==> config.mk <==
export PLATFORM = sky130hd
export DESIGN_NAME = coeffSequencer
export DESIGN_NICKNAME = d
export VERILOG_FILES = /design/src/hdl/hilbertPkg.sv /design/src/hdl/coeffSequencer.sv
export SDC_FILE = /design/constraint.sdc
export NUM_CORES = 1
export LEC_CHECK = 0
export ABC_AREA = 1
export BUFFER_PORTS_ARGS = -buffer_cell sky130_fd_sc_hd__buf_2
export CAP_MARGIN = 10
export CORE_MARGIN = 5
export CORE_UTILIZATION = 50
export DETAILED_ROUTE_END_ITERATION = 10
export PLACE_DENSITY = 0.77
export SYNTH_ARGS = -nofsm -noshare
export SYNTH_HDL_FRONTEND = slang
export SYNTH_SLANG_ARGS = --single-unit
==> constraint.sdc <==
create_clock -name clock -period 1.85 [get_ports clock]
set_input_delay 0.37 -clock clock [delete_from_list [all_inputs] [get_ports clock]]
set_output_delay 0.37 -clock clock [all_outputs]
set_load 0.02 [all_outputs]
==> src/hdl/hilbertPkg.sv <==
/* Hilbert transformer package.
   Shared widths, the output and state types, and the Hilbert FIR coefficient function. */
package hilbertPkg;

	// Signed input sample width.
	localparam int SAMPLE_WIDTH = 18;

	// Signed coefficient width and its number of fraction bits.
	localparam int COEFF_WIDTH = 18;
	localparam int COEFF_FRAC = 16;

	// Width of each output part. It is twice the sample width, which leaves headroom
	// for the sum of 27 full-scale products.
	localparam int ACC_WIDTH = 2 * SAMPLE_WIDTH;

	localparam real PI = 3.14159265358979323846;

	typedef logic signed [SAMPLE_WIDTH-1:0] sampleWord;
	typedef logic signed [COEFF_WIDTH-1:0] coeffWord;
	typedef logic signed [ACC_WIDTH-1:0] accWord;

	// One analytic output sample. The real part sits in the upper half of the word.
	typedef struct packed {
		accWord re;
		accWord im;
	} analyticSample;

	// Control states of the transformer.
	typedef enum logic [1:0] {
		IDLE,
		LOADING,
		RUNNING,
		STOPPED
	} controlState;

	// Ideal Hilbert impulse response 2/(pi*k) at odd offsets k from the centre tap,
	// scaled by 2^COEFF_FRAC and rounded. Even offsets, the centre included, give zero.
	// Taps before the centre carry the negative half of the antisymmetric response.
	function automatic coeffWord hilbertCoeff(input int index, input int length);
		int center;
		int offset;
		int distance;
		real magnitude;
		int rounded;
		center = (length - 1) / 2;
		offset = index - center;
		distance = (offset < 0) ? -offset : offset;
		if ((distance % 2) == 0) begin
			return '0;
		end
		magnitude = 2.0 / (PI * real'(distance)) * real'(1 << COEFF_FRAC);
		// The cast to int rounds to the nearest integer.
		rounded = int'(magnitude);
		if (offset < 0) begin
			rounded = -rounded;
		end
		return coeffWord'(rounded);
	endfunction

endpackage

==> src/hdl/coeffSequencer.sv <==
/* Coefficient sequencer.
   Streams the LENGTH Hilbert coefficients, one per clock, after a start pulse. */
module coeffSequencer #(
	parameter int LENGTH = 27
) (
	input  logic                 clock,
	input  logic                 reset,
	input  logic                 loadStart,
	output logic                 coeffValid,
	output hilbertPkg::coeffWord coeff,
	output logic                 loadDone
);

	localparam int COUNT_WIDTH = $clog2(LENGTH);

	// Tap index of the coefficient on the output. It counts down during the stream.
	logic [COUNT_WIDTH-1:0] tapIndex;

	// Coefficient table, fixed at elaboration.
	hilbertPkg::coeffWord coeffTable [LENGTH];

	// Each table entry is a constant computed by the package function.
	for (genvar i = 0; i < LENGTH; i++) begin : gTable
		localparam hilbertPkg::coeffWord VALUE = hilbertPkg::hilbertCoeff(i, LENGTH);
		assign coeffTable[i] = VALUE;
	end

	// The stream begins one cycle after loadStart with the far-end tap, LENGTH-1.
	// It walks down to tap 0 and then goes quiet.
	always_ff @(posedge clock) begin
		if (reset) begin
			coeffValid <= 1'b0;
			tapIndex <= '0;
		end else if (loadStart) begin
			coeffValid <= 1'b1;
			tapIndex <= COUNT_WIDTH'(LENGTH - 1);
		end else if (coeffValid) begin
			if (tapIndex == '0) begin
				coeffValid <= 1'b0;
			end else begin
				tapIndex <= tapIndex - 1'b1;
			end
		end
	end

	// The last coefficient of the stream is tap 0, so loadDone marks that cycle.
	assign loadDone = coeffValid && (tapIndex == '0);

	// Zero is driven outside the stream so the bus is quiet when not loading.
	assign coeff = coeffValid ? coeffTable[tapIndex] : '0;

	// A full stream lasts exactly LENGTH cycles, from the cycle after loadStart
	// to the loadDone cycle.
	assert property (@(posedge clock) disable iff (reset)
		loadStart |=> coeffValid [*LENGTH] ##0 loadDone)
	else $error("coefficient stream did not last LENGTH cycles");

	// The controller must not restart the stream while it is still running.
	assert property (@(posedge clock) disable iff (reset)
		!(loadStart && coeffValid))
	else $error("loadStart arrived during an active coefficient stream");

endmodule

; ---- Word level (Yosys, flattened, before mapping)
; Memory sizes are Yosys's and may differ from the RTL's.
; Cells that the tools add are included.
[op_classes]
add_sub_neg = 1
magnitude_cmp = 1
n_eq_ne = 1
n_mux = 9
n_bitwise = 2
reduce_logical = 6
[op_table]
columns = op, n
row1 = $mux W18, 3
row2 = $mux W5, 3
row3 = $ge A6 B6 Y1 const B, 1
row4 = $not A5 Y6, 1
row5 = $logic_not A5 Y1, 1
row6 = $sub A5 B1 Y5 const B, 1
row7 = $reduce_and A2 Y1, 2
row8 = $mux W1, 3
row9 = $ne A2 B2 Y1 const B, 1
row10 = $reduce_bool A2 Y1, 1
row11 = $reduce_or A2 Y1, 1
row12 = $logic_and A1 B1 Y1, 1
row13 = $not A1 Y1, 1
[word_totals]
reg_bits = 6
rom_bits = 576
word_cells = 24
mem_count = 1
[memory_table]
columns = memory, depth, width, read_ports, rd_clocked_by_memory_dff, write_ports, line_no
row1 = (name not given), 32, 18, 1, 0, 0, coeffSequencer.sv:50  ; assign coeff = coeffValid ? coeffTable[tapIndex] : '0;

; ---- Logic depth before layout (Yosys ltp)
[depth]
ltp_word = 5
depth_mapped = 10

; ---- Least setup slack after synthesis
; OpenSTA, ideal clock, no wires.
[synth_path]
kind = register to output
startpoint = register tapIndex[0]
endpoint = output port coeff[15]
t_arrival_ns = 1.607
path_slack_ns = -0.127
path_stages_with_launch = 8
path_buffers = 1
path_cell_list = dfxtp_1 -> inv_2 -> ha_1 -> nand2_1 -> nand2_1 -> nor2_1 -> nor3_1 -> buf_4
[synth_between]
elab_chain_cells = 5
[synth_lines]
columns = item, line_no
row1 = start: declaration, coeffSequencer.sv:17  ; logic [COUNT_WIDTH-1:0] tapIndex;
row2 = start signal: assignment, coeffSequencer.sv:36  ; tapIndex <= COUNT_WIDTH'(LENGTH - 1);
row3 = start signal: assignment, coeffSequencer.sv:41  ; tapIndex <= tapIndex - 1'b1;
row4 = $not A5 Y6 (not written as such), coeffSequencer.sv:50
row5 = $mem_v2 Z32 W18, -
row6 = $mux W18 (not written as such) (2 in a row), coeffSequencer.sv:50
row7 = $mux W18, coeffSequencer.sv:50
row8 = end: declaration, coeffSequencer.sv:10  ; output hilbertPkg::coeffWord coeff,
; No other way between the ends. The select of a mux whose other input is x is not followed.

; ---- Worst setup path in the final report
[layout_path]
startpoint = register tapIndex[1]
endpoint = output port coeff[11]
; The elaborated chain is that of the path after synthesis.

==> flow_summary.toml <==
[routing]
num_vias = 1058
dr.pass1.iters = 4
wl_per_cell_um = 14.3
ant_nets = 0
drt-vias-per-instance = 5.81
drt_iter0_drc = 36
drc = 0
wl_um = 2610

[global_routing]
first_global_vias = 914
overflow = 0
grt_max_degree = 13
grt_pass1_wl_um = 3830
antenna_found_initial = 0
grt_usage_pct = 18.6

[yosys]
syn-instance-count = 138
synth_seq_cells = 6
syn_area_um2 = 791
synth_nets = 145
ys.warnings.count = 0
avgSynthCellArea_um2 = 5.73
yosysSeqAreaShare_pct = 15.2
synth_cell_types = 26

[timing]
finalMaxSlewViolations = 0
timing.fmax_mhz = 531
setup_viol = 4
slew_headroom_pct = 79.8
rsz0062_at_grt = "yes"
finalWorstSetupSlack_ns = -0.0331
finalClockSkew_ns = 0.00356
hold_viol_final = 0
tightestPinTransition_ns = 0.302
period_share_pct = 102
fin_crit_ns = 1.88
fin_tns_setup_ns = -0.0643

[worst_setup_path]
path_class = "reg -> out"
r2r_start = "tapIndex[1]"
critPathArrivalTime_ns = 1.51
r2r_slack_ns = 0.42
rr_worst_depth = 9
endpoint_kind = "output pin"
r2r-end = "tapIndex[1]"
worst_setup_path_start_kind = "flop"
cp_max_fo = 6
critPathRequiredTime_ns = 1.48

[placed_design]
dp_hpwl_um = 1680
gp_congestion = 0.872
port-buffer-count = 22

[finish]
antenna_cells = 0
syn_to_final_growth_pct = 50.0
fin_nets = 175
multi_input_area_um2 = 637
fill_cells = 101
area.sequential_um2 = 136
drive_gt1_share_pct = 51.8

[die]
die_w_um = 49.8
rows = 14
die_h_um = 49.8
start_util_pct = 52.5
die-area_um2 = 2480
core_um2 = 1510
pin_count = 23

[clock_tree]
clock-sinks = 6
htree_num_levels = 1
cts_buffers = 3
cts_tree = "yes"
clk_path_buf_depth = 2
root_buffer = "clkbuf_4"
insertion_delay_ns = 0.24
cts_hold_buf = 0
clk_pin_slew_ns = 0.05

[hold_path]
holdCritPathClass = "in -> reg"
whs_path_depth = 2
hp-start = "reset"
holdPathEnd = "coeffValid"

[power_and_ir_drop]
finalPower_uw = 685
p_leak_nw = 0.612
vdd_drop_max_mv = 0.418
p_per_area_nw_per_um2 = 578

[job]
max-cap-violations = 0

[status]
violations = "negative setup slack"
status = "finished with violations"
==> final cells by class <==
cell class              count  area share [%]
multi-input cells          98            53.7
repair buffers             35            22.6
flip-flops and latches      6            11.5
inverters                  24            8.65
clock buffers               3            1.90
well taps                  16            1.69
==> cell usage in the layout (no fill, tap or decap), types with 2 or more instances in the layout <==
master,count
nand2_2,11
nand4_1,2
inv_1,11
buf_2,7
clkbuf_4,3
nor3_1,2
inv_2,9
a21oi_1,5
dfxtp_4,4
inv_4,3
o22ai_1,2
nor2_1,11
buf_4,22
ha_4,2
nor2_4,4
o21ai_1,13
nand2_4,3
nand2_1,22
nor2_2,2
nand3_1,6
buf_6,6
==> logic make-up (layout without fill, tap and decap cells) <==
group | count (synthesis) | in the layout | share of synthesized area (%)
and+or+nand+nor | 65 | 65 | 36.2
buffers and inverters | 34 | 62 | 21.5
AOI/OAI and AO/OA | 29 | 29 | 20.7
DFF | 6 | 6 | 15.2
adders and majority gates | 4 | 4 | 6.33
==> report_power, final <==
| group | switching [mW] | leakage, nW | total, mW | internal (mW) |
|---|---|---|---|---|
| registers | 0.0217 | 0.0525 | 0.160 | 0.138 |
| logic | 0.244 | 0.545 | 0.407 | 0.162 |
| clock network | 0.0452 | 0.0138 | 0.119 | 0.0733 |
==> worst max-delay path, stage by stage, from the launching register on <==
cell and delay, ns:
dfxtp_4 0.36, inv_4 0.07, ha_4 0.17, nand2_2 0.09, inv_4 0.09, nor2_4 0.04
nand2_2 0.07, nand2_1 0.07, a21oi_1 0.13, buf_4 0.16
==> worst max path at each step <==
| stage | from | slack (ns) | depth (start not counted) | to |
|---|---|---|---|---|
| floorplan | tapIndex[0] | 0.01 | 7 | coeff[10] |
| global placement | tapIndex[0] | 0.08 | 9 | coeff[3] |
| detailed placement | tapIndex[1] | 0.04 | 9 | coeff[11] |
| CTS | tapIndex[0] | 0.003 | 9 | coeff[3] |
| global route | tapIndex[0] | -0.1 | 9 | coeff[11] |
| finish | tapIndex[1] | -0.03 | 9 | coeff[11] |
==> Yosys cell counts (all sizes together) <==
master / number / area share [%]
buf: 10 / 10
dfxtp: 6 / 15
nand3: 7 / 5.1
nand2: 36 / 18
o21ai: 16 / 11
o31ai: 1 / 0.95
nor2: 17 / 9.3
nand4: 2 / 1.6
ha: 4 / 6.3
o32ai: 1 / 1.1
nor3: 3 / 1.9
o22ai: 2 / 1.6
a211oi: 1 / 0.95
a31oi: 1 / 0.79
inv: 24 / 11
a21oi: 6 / 3.8
o211ai: 1 / 0.95
==> sequential cells by signal, summed over array words and instances, names as in the netlist <==
| name | cells |
|---|---|
| tapIndex | 5 |
| coeffValid | 1 |
==> what timing repair did <==
action | in CTS | in global routing
buffers inserted | 3 | 4
setup endpoints to repair | 17 | 17
pin swaps | 3 | 10
resized for setup | 23 | 49
==> metal layers <==
metal	up-vias	routed length (um)	GRT usage, %
met5	-	0	0
li1	496	-	-
met2	57	1290	33.3
met4	0	112	9.17
met1	490	1010	21.2
met3	15	199	2.41
==> through the flow <==
| stage | hold slack, ns | area (um2) | utilization [%] | setup WS (ns) | instances |
|---|---|---|---|---|---|
| 2_1_floorplan | 0.439 | 796 | - | 0.0142 | 138 |
| 3_3_place_gp | 0.514 | 891 | 59.1 | 0.0826 | 172 |
| 3_5_place_dp | 0.531 | 891 | 59.1 | 0.0370 | 172 |
| 4_1_cts | 0.316 | 1000 | 66.7 | 0.00346 | 178 |
| 5_1_grt | 0.319 | 1190 | 78.7 | -0.0982 | 182 |
| 6_report | 0.321 | 1190 | 78.7 | -0.0331 | 182 |
(Power assumes the default switching activity.)
